`src/sram_axi_cfg.svh`:
```
`ifndef SRAM_AXI_CFG_SVH
`define SRAM_AXI_CFG_SVH

// AXI bus widths
`define AXI_ID_BITS    4
`define AXI_ADDR_BITS  32
`define AXI_DATA_BITS  32
`define AXI_STRB_BITS  4

// Burst length field, up to 16 beats
`define AXI_LEN_BITS   4

// Word address into the SRAM, 16K words of 32 bits
`define SRAM_ADDR_BITS 14

`endif

```
`src/sram_axi_pkg.sv`:
```
`include "sram_axi_cfg.svh"

package sram_axi_pkg;

    typedef enum logic [1:0] {
        BURST_FIXED = 2'b00,
        BURST_INCR  = 2'b01,
        BURST_WRAP  = 2'b10
    } axi_burst_e;

    typedef enum logic [1:0] {
        RESP_OKAY   = 2'b00,
        RESP_SLVERR = 2'b10
    } axi_resp_e;

    // Shared by AW and AR
    typedef struct packed {
        logic [`AXI_ID_BITS-1:0]   id;
        logic [`AXI_ADDR_BITS-1:0] addr;
        logic [`AXI_LEN_BITS-1:0]  len;
        logic [2:0]                size;
        axi_burst_e                burst;
    } axi_ax_t;

    typedef struct packed {
        logic [`AXI_DATA_BITS-1:0] data;
        logic [`AXI_STRB_BITS-1:0] strb;
        logic                      last;
    } axi_w_t;

    typedef struct packed {
        logic [`AXI_ID_BITS-1:0] id;
        axi_resp_e               resp;
    } axi_b_t;

    typedef struct packed {
        logic [`AXI_ID_BITS-1:0]   id;
        logic [`AXI_DATA_BITS-1:0] data;
        axi_resp_e                 resp;
        logic                      last;
    } axi_r_t;

    // One word access on the SRAM port
    typedef struct packed {
        logic [`SRAM_ADDR_BITS-1:0] addr;
        logic [`AXI_DATA_BITS-1:0]  wdata;
        logic [`AXI_STRB_BITS-1:0]  be;
        logic                       we;
    } sram_req_t;

endpackage

```
`src/sram_read_ctrl.sv`:
```
`timescale 1ns/1ps
`include "sram_axi_cfg.svh"

module sram_read_ctrl (
    input  logic                      clk,
    input  logic                      rst,
    input  sram_axi_pkg::axi_ax_t     ar,
    input  logic                      ar_valid,
    output logic                      ar_ready,
    output sram_axi_pkg::axi_r_t      r,
    output logic                      r_valid,
    input  logic                      r_ready,
    output sram_axi_pkg::sram_req_t   req,
    output logic                      req_valid,
    input  logic                      grant,
    input  logic [`AXI_DATA_BITS-1:0] rdata
);
    import sram_axi_pkg::*;

    localparam int WORD_BITS = `AXI_ADDR_BITS - 2;

    logic                     busy;
    logic                     pend;
    logic                     pend_last;
    logic                     pend_err;
    logic [`AXI_ID_BITS-1:0]  id_q;
    logic [WORD_BITS-1:0]     addr_q;
    logic [`AXI_LEN_BITS-1:0] len_q;
    logic [`AXI_LEN_BITS-1:0] cnt_q;
    axi_burst_e               burst_q;
    logic                     out_of_range;
    logic                     ar_fire;

    assign out_of_range = |addr_q[WORD_BITS-1:`SRAM_ADDR_BITS];
    assign ar_ready     = !busy;
    assign ar_fire      = ar_valid && ar_ready;

    // One beat in flight, and only if the R register frees up in time
    assign req_valid = busy && !pend && (!r_valid || r_ready);

    always_comb begin
        req.addr  = addr_q[`SRAM_ADDR_BITS-1:0];
        req.wdata = '0;
        req.be    = '0;
        req.we    = 1'b0;
    end

    always_ff @(posedge clk or negedge rst) begin
        if (!rst) begin
            busy    <= 1'b0;
            pend    <= 1'b0;
            r_valid <= 1'b0;
        end else begin
            pend <= grant;
            if (ar_fire) begin
                busy <= 1'b1;
            end else if (grant && cnt_q == len_q) begin
                busy <= 1'b0;
            end
            if (pend) begin
                r_valid <= 1'b1;
            end else if (r_ready) begin
                r_valid <= 1'b0;
            end
        end
    end

    always_ff @(posedge clk) begin
        if (ar_fire) begin
            id_q    <= ar.id;
            addr_q  <= ar.addr[`AXI_ADDR_BITS-1:2];
            len_q   <= ar.len;
            burst_q <= ar.burst;
            cnt_q   <= '0;
        end else if (grant) begin
            cnt_q <= cnt_q + 1'b1;
            if (burst_q != BURST_FIXED) begin
                addr_q <= addr_q + 1'b1;
            end
        end
        if (grant) begin
            pend_last <= (cnt_q == len_q);
            pend_err  <= out_of_range;
        end
        // SRAM data is valid the cycle after the grant
        if (pend) begin
            r.id   <= id_q;
            r.data <= pend_err ? '0 : rdata;
            r.resp <= pend_err ? RESP_SLVERR : RESP_OKAY;
            r.last <= pend_last;
        end
    end

endmodule

```
`config.mk`:
```
export PLATFORM = sky130hd
export DESIGN_NAME = sram_read_ctrl
export DESIGN_NICKNAME = d
export VERILOG_FILES = /design/src/sram_axi_pkg.sv /design/src/sram_read_ctrl.sv
export VERILOG_INCLUDE_DIRS = /design/src
export SDC_FILE = /design/constraint.sdc
export NUM_CORES = 1
export LEC_CHECK = 0
export BUFFER_PORTS_ARGS = -buffer_cell sky130_fd_sc_hd__clkbuf_2
export CAP_MARGIN = 20
export CORE_UTILIZATION = 25
export CTS_CLUSTER_SIZE = 40
export DETAILED_ROUTE_END_ITERATION = 8
export GPL_ROUTABILITY_DRIVEN = 0
export GPL_TIMING_DRIVEN = 0
export MAX_ROUTING_LAYER = met4
export PLACE_DENSITY = 0.49
export SETUP_SLACK_MARGIN = 0.3
export SYNTH_ARGS = -nofsm -noshare
export SYNTH_HDL_FRONTEND = slang
export SYNTH_SLANG_ARGS = --single-unit
```
`constraint.sdc`:
```
create_clock -name clk -period 2.87 [get_ports clk]
set_clock_uncertainty 0.05 [all_clocks]
set_input_delay 0.1435 -clock clk [delete_from_list [all_inputs] [get_ports clk]]
set_output_delay 0.1435 -clock clk [all_outputs]
set_load 0.005 [all_outputs]
```
## Yosys cells after proc, flatten, opt, wreduce, memory -nomap -nowiden

Cells that the tools add are included.

- Add/sub/neg operators: 2
- Equality and inequality tests: 1
- Multiplexer cells: 8
- Reductions and logical operators: 15

Operator list:

| cell | count |
|---|---|
| $mux 30 | 3 |
| $add 30x1->30 const B | 1 |
| $reduce_or 16->1 | 1 |
| $reduce_bool 2->1 | 5 |
| $add 4x1->4 const B | 1 |
| $eq 4x4->1 | 1 |
| $logic_and 1x1->1 | 4 |
| $mux 1 | 4 |
| $logic_not 1->1 | 3 |
| $mux 2 | 1 |
| $reduce_and 2->1 | 1 |
| $logic_or 1x1->1 | 1 |

- Register bits: 88
- Input port bits: 82
- Output and inout port bits: 93
- Logic and storage cells: 40

## Logic depth before layout (Yosys ltp)

Gate-level depths: netlist (run 1).

- Word-level depth: 4
- Mapped depth: 6
- Depth with buffers taken out: 5

## Worst setup path after synthesis (run 1)

OpenSTA, ideal clock, no wires.

- Path type: reg2reg
- From: reg addr_q[7]
- To: reg addr_q[22] (data pin)
- Library setup time: 152 ps
- Arrival time: 1832 ps
- Slack: 836 ps
- Stages on the path, launching flop included: 7
- Path buffers: 2
- Clock period less this slack: 2034 ps
- Path through: edfxtp_1 buf_6 clkinvlp_2 or4_4 buf_6 or4_1 a31oi_1

- Cells in the longest elaborated chain, start to end: 4

RTL lines:

| what | line | RTL |
|---|---|---|
| from (decl) | sram_read_ctrl.sv:27 | `logic [WORD_BITS-1:0] addr_q;` |
| from (signal assigned) | sram_read_ctrl.sv:71 | `` addr_q <= ar.addr[`AXI_ADDR_BITS-1:2]; `` |
| from (signal assigned) | sram_read_ctrl.sv:78 | `addr_q <= addr_q + 1'b1;` |
| $add 30x1->30 | sram_read_ctrl.sv:78 |  |
| $mux 30 | sram_read_ctrl.sv:77 | `if (burst_q != BURST_FIXED) begin` |
| $mux 30 | sram_read_ctrl.sv:75 | `end else if (grant) begin` |
| $mux 30 | sram_read_ctrl.sv:69 | `if (ar_fire) begin` |

No other way between the ends. The select of a mux whose other input is x is not followed.
A chain may end at the register's enable or synchronous reset.

## Final worst setup path (run 1)

- From: reg addr_q[2]
- To: reg addr_q[23] (data pin)

The elaborated chain is that of the path after synthesis.

==> flow_summary.json, run 1 <==
{
  "fill_cells": 1784,
  "routed_wl_mm": 11.1,
  "worstSetupPathType": "reg2reg",
  "syn_area_um2": 4400,
  "area_delta_synth_final_pct": 34.6,
  "max-cap-violations": 0,
  "crit_path_start_kind": "register",
  "tightest_slew_ns": 0.857,
  "final_nets": 655,
  "ios": 175,
  "syn_area_per_cell_um2": 11.6,
  "die_x_um": 135,
  "clk_pin_slew_ns": 0.07,
  "cts_resized": 0,
  "hpwl_mm": 8.53,
  "grt_pass1_vias": 3281,
  "cts_buffers": 9,
  "drive_above_1_share_pct": 37.2,
  "grt_max_degree": 40,
  "ys.flop_type": "edfxtp_1",
  "rsz0062_at_grt": "false",
  "wl_per_cell_um": 13.9,
  "run_status": "complete, but fails checks",
  "cp.required_ns": 3.01,
  "yosys_warnings": 0,
  "synth_largest_area_cell": "edfxtp_1",
  "endpoint_kind": "register",
  "cts_tree": "yes",
  "critical-path-slowest-cell": "or4_1",
  "cts-root-buf": "clkbuf_16",
  "netlist_instances": 378,
  "h-tree-depth": 3,
  "cp.arrival_ns": 2.42,
  "grt.total_usage_pct": 12.9,
  "rows": 48,
  "power.density_nw_per_um2": 681,
  "crit_buf_inv": 2,
  "clock_latency_ns": 0.34,
  "finalCritPeriodShare_pct": 79.8,
  "cp_max_fo": 10,
  "port_buffers": 131,
  "antenna_cells": 0,
  "setup_viol": 0,
  "fin_tns_setup_ns": 0,
  "synth-seq-cells": 87,
  "vias": 3398,
  "yosysUniqueCellTypes": 43,
  "synth_area_leaders": "edfxtp_1 55%, buf_4 8.9%, nor2b_1 4.6%",
  "failed_checks": "DRC",
  "clock-sinks": 87,
  "relSlewSlack_pct": 42.9,
  "slowest_delay_ns": 0.51,
  "grt_pass1_wl_mm": 17.2,
  "dieArea_um2": 18100,
  "vias_per_cell": 4.24,
  "clk_path_buf_depth": 2,
  "ant_nets": 0,
  "core_area_um2": 17200,
  "drc_errors": 1,
  "slew_violations": 0,
  "gr-total-overflow": 0,
  "cp_common_cell": "clkbuf_1",
  "start_util_pct": 25.5,
  "seq_area_frac_synth_pct": 58.2,
  "clock.fmax_mhz": 437,
  "pre_cts_slack_ns": 0.574,
  "hold_viol": 0,
  "antenna_found_initial": 0,
  "layout_commonest_cell": "clkbuf_2",
  "final_cell_mix": "131 x clkbuf_2, 80 x edfxtp_1, 52 x buf_4",
  "synth-edff-count": 80,
  "leakage_nw": 2.45,
  "async_flop_share_pct": 3.45,
  "timing.final.crit_period_ns": 2.29,
  "hp-class": "in2reg",
  "die_y_um": 135,
  "crit_family": "simple AND/OR/NAND/NOR gates",
  "synth_top_area_share_pct": 54.6,
  "drt_iter0_drc": 251,
  "layout_setup_ws_ns": 0.581,
  "peakVddDrop_mv": 0.291,
  "drtPass1Iterations": 6,
  "crit_chain": "and3_1, clkbuf_1, nand3_1, clkbuf_1, or4_1, a31oi_1"
}
==> area by class of cell <==
| cell class | instances | area, um^2 | share of cell area (%) |
|---|---|---|---|
| flip-flops and latches | 87 | 2560 | 43.2 |
| repair buffers | 145 | 818 | 13.8 |
| plain buffers | 70 | 494 | 8.35 |
| well taps | 225 | 282 | 4.76 |
| inverters | 7 | 27.5 | 0.465 |
| clock buffers | 9 | 225 | 3.81 |
| clock inverters | 7 | 56.3 | 0.951 |
| multi-input cells | 251 | 1460 | 24.6 |
==> Yosys cell counts, types with 4 or more instances <==
cell       n
edfxtp_1  80
buf_4     52
nor2b_1   32
nand2_1   26
nor2_1    21
or4_1     15
a31oi_1   14
o21ai_0   13
o31ai_1   13
nand3_1   12
xor2_1    12
clkbuf_1  10
nand4_1    8
inv_1      6
xnor2_1    6
nor4_1     5
buf_6      4
dfxtp_1    4
nand2b_1   4
==> logic make-up (layout without fill, tap and decap cells) <==
| family | Yosys count | after routing | synth area share (%) |
|---|---|---|---|
| and+or+nand+nor | 143 | 143 | 18.3 |
| DFF | 87 | 87 | 58.2 |
| muxes | 1 | 1 | 0.228 |
| AOI/OAI and AO/OA | 49 | 49 | 7.20 |
| xor gates and xnor gates | 18 | 18 | 3.59 |
| other | 1 | 38 | 0.0853 |
| adders and majority gates | 2 | 2 | 0.569 |
| buffers and inverters | 77 | 238 | 11.9 |
==> sequential cells by signal (all words and copies together) (netlist names) <==
register   flops
burst_q        2
r             38
r_valid        1
len_q          4
pend_err       1
busy           1
id_q           4
pend           1
addr_q        30
cnt_q          4
pend_last      1
==> repair_timing <==
| action | CTS | global route |
|---|---|---|
| endpoints found under the hold margin | 14 | 0 |
| setup buffers | 0 | 0 |
| hold buffers | 12 | 0 |
==> per-stage QoR <==
step | power, mW | instances | hold WS, ns | utilization [%] | area (um^2)
floorplan | 2.55 | 415 | -0.202 | - | 4540
global placement | 2.91 | 771 | -0.109 | 31.8 | 5470
detailed placement | 2.94 | 772 | -0.106 | 31.9 | 5500
CTS | 4.08 | 800 | 0.0195 | 34.2 | 5900
global route | 4.29 | 801 | 0.0409 | 34.3 | 5920
finish | 4.03 | 801 | 0.0346 | 34.3 | 5920
==> per-layer routing <==
layer	GRT usage, %	share of wire (%)	vias up
li1	-	-	1675
met1	16.3	45	1563
met2	20.3	47	160
met3	3.75	8.1	0
met4	3.37	0	0
met5	-	0	-
==> report_power, final <==
group | internal, mW | switching (mW) | leakage, nW | total [mW]
Combinational | 0.507 | 0.476 | 1.46 | 0.983
Clock | 0.596 | 0.511 | 0.136 | 1.11
Sequential | 1.69 | 0.249 | 0.850 | 1.94
Total | 2.80 | 1.24 | 2.45 | 4.03
==> final timing paths <==
check	from	end	slack [ns]	cells past startpoint
max	addr_q[2]	addr_q[23]	0.58	6
max reg2reg	addr_q[2]	addr_q[23]	0.58	6
min reg2reg	id_q[2]	r[37]	0.36	0
max in group asynchronous	rst	pend	2.55	2
min	ar[14]	addr_q[3]	0.03	3
min in group asynchronous	rst	r_valid	0.11	2
==> worst reg2reg max path: cells and delay by family (launching register included) <==
kind	cells	cell delay (ns)
AND/OR/NAND/NOR	3	0.88
buffers and inverters	2	0.58
AO/OA/AOI/OAI	1	0.17
flip-flops	1	0.47
Note: power is estimated with default switching activity, not from simulation.
==> run 2: changes to the inputs <==
- PLACE_DENSITY: 0.49 -> 0.5
- clock period: 2.87 -> 2.1 ns (I/O delays scaled with it)
==> run 2 against run 1 <==
The run now ends clean. Non-clock buffer count grew 59. Utilization grew 4.3 points. Register-to-register slack lost 0.55 ns. Worst hold slack lost 0.025 ns. Clock power grew 58%. Total power grew 54%. First-iteration DRC count shrank 56%. Via count grew 7.1%. Critical endpoint is now addr_q[22].
==> flow_summary.json, run 2 (synthesis gave the netlist of run 1 again) <==
{
  "core_area_um2": 17200,
  "final_area_um2": 6670,
  "layout_commonest_cell": "clkbuf_2",
  "rsz0062_at_grt": "true",
  "cts-root-buf": "clkbuf_16",
  "hp-class": "in2reg",
  "h-tree-depth": 3,
  "grt_pass1_vias": 3494,
  "drive_above_1_share_pct": 42.5,
  "ant_nets": 0,
  "pre_cts_slack_ns": -0.0696,
  "drt_iter0_drc": 110,
  "ios": 175,
  "layout_setup_ws_ns": 0.0322,
  "post_dp_cell_area_um2": 5510,
  "final_nets": 714,
  "finalCritPeriodShare_pct": 98.5,
  "vias_per_cell": 4.23,
  "timing.final.crit_period_ns": 2.07,
  "final_cell_mix": "133 x clkbuf_2, 82 x buf_4, 80 x edfxtp_1",
  "endpoint_kind": "register",
  "wl_per_cell_um": 13.3,
  "total_power_mw": 6.19,
  "reg2regPathDepth": 5,
  "hold_viol": 0,
  "run_status": "finished clean",
  "fin_tns_setup_ns": 0,
  "grt.total_usage_pct": 12.7,
  "drtPass1Iterations": 4,
  "hpwl_mm": 8.03,
  "drc_errors": 0,
  "die_y_um": 135,
  "start_util_pct": 25.5,
  "antenna_found_initial": 0,
  "port_buffers": 131,
  "clk_path_buf_depth": 2,
  "tightest_slew_ns": 0.782,
  "vias": 3639,
  "power.density_nw_per_um2": 929,
  "clock-sinks": 87,
  "slew_violations": 0,
  "gr-total-overflow": 0,
  "rows": 48,
  "antenna_cells": 0,
  "cts_tree": "yes",
  "die_x_um": 135,
  "crit_path_start_kind": "register",
  "reg_top3": "r x38, addr_q x30",
  "area_delta_synth_final_pct": 51.6,
  "top_register": "r",
  "worstSetupPathType": "reg2reg",
  "setup_viol": 0,
  "cp.arrival_ns": 2.20,
  "peakVddDrop_mv": 0.427,
  "relSlewSlack_pct": 47.7,
  "leakage_nw": 2.79,
  "routed_wl_mm": 11.4,
  "grt_max_degree": 40,
  "cp.required_ns": 2.24,
  "max-cap-violations": 0,
  "cts_buffers": 9,
  "clk_pin_slew_ns": 0.07,
  "cp_max_fo": 6,
  "dieArea_um2": 18100,
  "largest_reg_flops": 38,
  "whs_path_depth": 3,
  "clock.fmax_mhz": 484,
  "fin_hold_ws_ns": 0.00935,
  "grt_pass1_wl_mm": 17.0,
  "clock_latency_ns": 0.35
}
[run 2: changes by cell type in the layout (fill, tap and decap cells not counted), sizes merged]
cell	delta
buf	+31
clkinv	-3
dlygate4sd3	+27
clkbuf	+1
inv	+1
bufinv	+2
[run 2: worst paths after layout]
path | startpoint | end | slack [ns]
setup / recovery | addr_q[9] | addr_q[22] | 0.03
hold / removal | ar[19] | addr_q[8] | 0.009
setup reg to reg | addr_q[9] | addr_q[22] | 0.03
hold reg to reg | id_q[1] | r[36] | 0.37
max in group asynchronous | rst | pend | 1.83
min in group asynchronous | rst | r_valid | 0.05
[run 2: power by group]
group / total [mW] / internal, mW / switching [mW]
Clock: 1.75 / 1.06 / 0.697
Sequential: 2.60 / 2.31 / 0.289
Combinational: 1.83 / 0.989 / 0.844
Total: 6.19 / 4.36 / 1.83
[run 2: cell type report]
type / instances / area (um^2)
well taps: 225 / 282
inverters: 7 / 30.0
clock buffers: 9 / 225
repair buffers: 204 / 1320
flip-flops and latches: 87 / 2560
multi-input cells: 251 / 1590
clock inverters: 7 / 100
plain buffers: 70 / 553
fillers: 1758 / 10600
[run 2: stage by stage]
stage / utilization, % / instances
2_1_floorplan: - / 415
3_3_place_gp: 31.9 / 771
3_5_place_dp: 31.9 / 771
4_1_cts: 37.6 / 849
5_1_grt: 38.7 / 860
6_report: 38.7 / 860
[run 2: what timing repair did]
| action | in CTS | in global routing |
|---|---|---|
| resized for setup | 22 | 23 |
| cloned | 1 | 0 |
| buffers inserted | 22 | 11 |
| pin swaps | 15 | 12 |
| hold endpoints to repair | 43 | 0 |
| hold buffers | 39 | 0 |
| setup endpoints to repair | 66 | 70 |
[run 2: worst max-delay path, cell delays in order (launching register included)]
cell and delay [ns]:
edfxtp_1 0.37, nand4_2 0.14, or4_4 0.59, buf_6 0.16
or4_4 0.46, a31oi_1 0.13
[run 2: routing by layer]
metal | global-route usage [%] | up-vias | part of all wire (%)
li1 | - | 1797 | -
met1 | 14.5 | 1692 | 44
met2 | 21.6 | 135 | 49
met3 | 1.99 | 15 | 4.8
met4 | 6.43 | 0 | 2.1
met5 | - | - | 0
==> run 3: changes to the inputs <==
- CORE_MARGIN: unset -> 8
- CORE_UTILIZATION: 25 -> 44
- PLACE_DENSITY: 0.5 -> 0.78
==> run 3 against run 2 <==
The run now ends with hold timing left. Sequential share of layout area is essentially flat. Setup slack worse by 0.027 ns. Utilization is 30 points higher. Global-route usage grew 6.6 points. Combinational power increased by 8%. Total power shrank 6.2%. Worst hold slack worse by 0.010 ns. Critical path type unchanged. Highest routed layer unchanged.
==> flow_summary.json, run 3 (synthesis gave the netlist of run 1 again) <==
{
  "antenna_found_initial": 0,
  "final_cell_mix": "133 x clkbuf_2, 86 x buf_4, 80 x edfxtp_1",
  "cp.required_ns": 2.26,
  "power_switching_mw": 1.87,
  "clock.fmax_mhz": 477,
  "finalCritPeriodShare_pct": 99.8,
  "run_status": "complete, but fails checks",
  "seq_power_share_pct": 45.2,
  "hpwl_mm": 8.15,
  "critPathCapture": "addr_q[22]",
  "endpoint_kind": "register",
  "drtPass1Iterations": 4,
  "worstSetupPathType": "reg2reg",
  "layout_commonest_cell": "clkbuf_2",
  "reg2reg_from": "addr_q[7]",
  "finish.utilization_pct": 68.4,
  "reg_top3": "r x38, addr_q x30",
  "clk_path_buf_depth": 2,
  "grt_max_degree": 31,
  "vias_per_cell": 4.89,
  "crit_family": "simple AND/OR/NAND/NOR gates",
  "p_int_mw": 3.93,
  "reg2regPathDepth": 6,
  "clockPowerShare_pct": 20.7,
  "power.density_nw_per_um2": 872,
  "rsz0062_at_grt": "true",
  "ant_nets": 0,
  "critical-path-slowest-cell": "or4_4",
  "clock_latency_ns": 0.36,
  "start_util_pct": 45.2,
  "failed_checks": "hold timing",
  "ios": 175,
  "largest_reg_flops": 38,
  "wl_per_cell_um": 16.8,
  "timing.final.crit_period_ns": 2.09,
  "area_delta_synth_final_pct": 51.5,
  "grt_pass1_wl_mm": 19.6,
  "max-cap-violations": 0,
  "hold_viol": 1,
  "crit_chain": "buf_6, clkinvlp_2, or4_4, buf_6, or4_1, a31oi_1",
  "crit_cells": 6,
  "die_y_um": 116,
  "comb_power_share_pct": 34.1,
  "top_register": "r",
  "h-tree-depth": 3,
  "die_x_um": 116,
  "clk_pin_slew_ns": 0.10,
  "rows": 36,
  "leakage_nw": 2.85,
  "peakVddDrop_mv": 0.569,
  "cts_buffers": 9,
  "layout_setup_ws_ns": 0.00512,
  "antenna_cells": 0,
  "total_power_mw": 5.80,
  "hp-class": "in2reg",
  "drive_above_1_share_pct": 43.6,
  "pre_cts_slack_ns": -0.0965,
  "drc_errors": 0,
  "slowest_delay_ns": 0.56,
  "r2r-end": "addr_q[22]",
  "dieArea_um2": 13400,
  "r2r_slack_ns": 0.005,
  "vias": 3855,
  "cts_tree": "yes",
  "setup_viol": 0,
  "grt_pass1_vias": 4041,
  "cp_max_fo": 6,
  "fin_hold_ws_ns": -0.000931,
  "clock-sinks": 87,
  "cp_common_cell": "buf_6",
  "cts-root-buf": "clkbuf_8",
  "port_buffers": 131,
  "crit_buf_inv": 3,
  "crit_path_start_kind": "register",
  "relSlewSlack_pct": 56.4,
  "tightest_slew_ns": 0.655,
  "slew_violations": 0,
  "switching_share_pct": 32.2,
  "core_area_um2": 9730,
  "final_nets": 735,
  "fill_cells": 718,
  "drt_iter0_drc": 244,
  "routed_wl_mm": 13.2,
  "grt.total_usage_pct": 19.2,
  "gr-total-overflow": 0,
  "startpoint": "addr_q[7]",
  "cp.arrival_ns": 2.25
}
==> run 3: cell types whose count changed in the layout (fill, tap and decap cells not counted), moves of 2 or more <==
cell           previous run  this run
clkbuf_16                10         1
o41ai_2                   2         0
dlygate4sd3_1            39        49
clkbuf_8                  2        10
buf_2                     2         4
buf_6                     5        11
o31ai_2                   1         7
buf_4                    82        86
o31ai_1                  10         5
==> run 3: timing repair <==
item / in CTS / in global routing
hold buffers: 48 / 1
buffers inserted: 34 / 9
pin swaps: 11 / 22
cloned: 1 / 0
endpoints found under the hold margin: 52 / 1
gates resized for setup: 26 / 33
endpoints found under the setup margin: 66 / 39
==> run 3: cell type report <==
class | count | area [um^2] | share of cell area, %
Sequential cell | 87 | 2560 | 38.4
Multi-Input combinational cell | 251 | 1630 | 24.4
Timing Repair Buffer | 225 | 1530 | 23.0
Buffer | 70 | 552 | 8.29
Tap cell | 133 | 166 | 2.50
Clock buffer | 10 | 128 | 1.92
Clock inverter | 6 | 68.8 | 1.03
Inverter | 7 | 27.5 | 0.413
==> run 3: how the worst min path moves through the flow <==
| stage | slack, ns | endpoint | depth (start not counted) | startpoint |
|---|---|---|---|---|
| finish | -0.0009 | r[21] | 2 | rdata[18] |
| global route | 0.004 | addr_q[27] | 3 | ar[38] |
| CTS | 0.0002 | r[21] | 2 | rdata[18] |
| detailed placement | -0.14 | r_valid | 1 | rst |
| global placement | -0.15 | r_valid | 1 | rst |
| floorplan | -0.24 | busy | 0 | rst |
==> run 3: through the flow <==
step | hold WS [ns] | std cells | cell area [um^2] | setup TNS (ns)
2_1_floorplan | -0.241 | 415 | 4570 | 0
3_3_place_gp | -0.145 | 679 | 5390 | -0.0104
4_1_cts | 0.000231 | 779 | 6480 | 0
3_5_place_dp | -0.139 | 680 | 5420 | -0.128
6_report | -0.000931 | 789 | 6660 | 0
5_1_grt | 0.00415 | 789 | 6660 | -0.0129
==> run 3: metal layers <==
metal	wire length (um)	global-route usage (%)	vias up
met2	6860	34.2	183
met1	5080	20.7	1812
met4	257	6.14	0
met5	0	-	-
met3	1050	4.48	25
li1	-	-	1835
==> run 3: power groups by stage <==
| stage | Clock (mW) | Sequential (mW) | Combinational [mW] |
|---|---|---|---|
| floorplan | 0 | 2.60 | 0.901 |
| global placement | 0 | 2.68 | 1.24 |
| global route | 1.29 | 2.65 | 2.14 |
| CTS | 1.21 | 2.59 | 1.79 |
| detailed placement | 0 | 2.69 | 1.31 |
| finish | 1.20 | 2.62 | 1.98 |
==> run 3: worst reg2reg max path, cell delays in order (launching register included) <==
cell and delay [ns]:
edfxtp_1 0.39, buf_6 0.11, clkinvlp_2 0.07, or4_4 0.56, buf_6 0.16, or4_1 0.46, a31oi_1 0.14
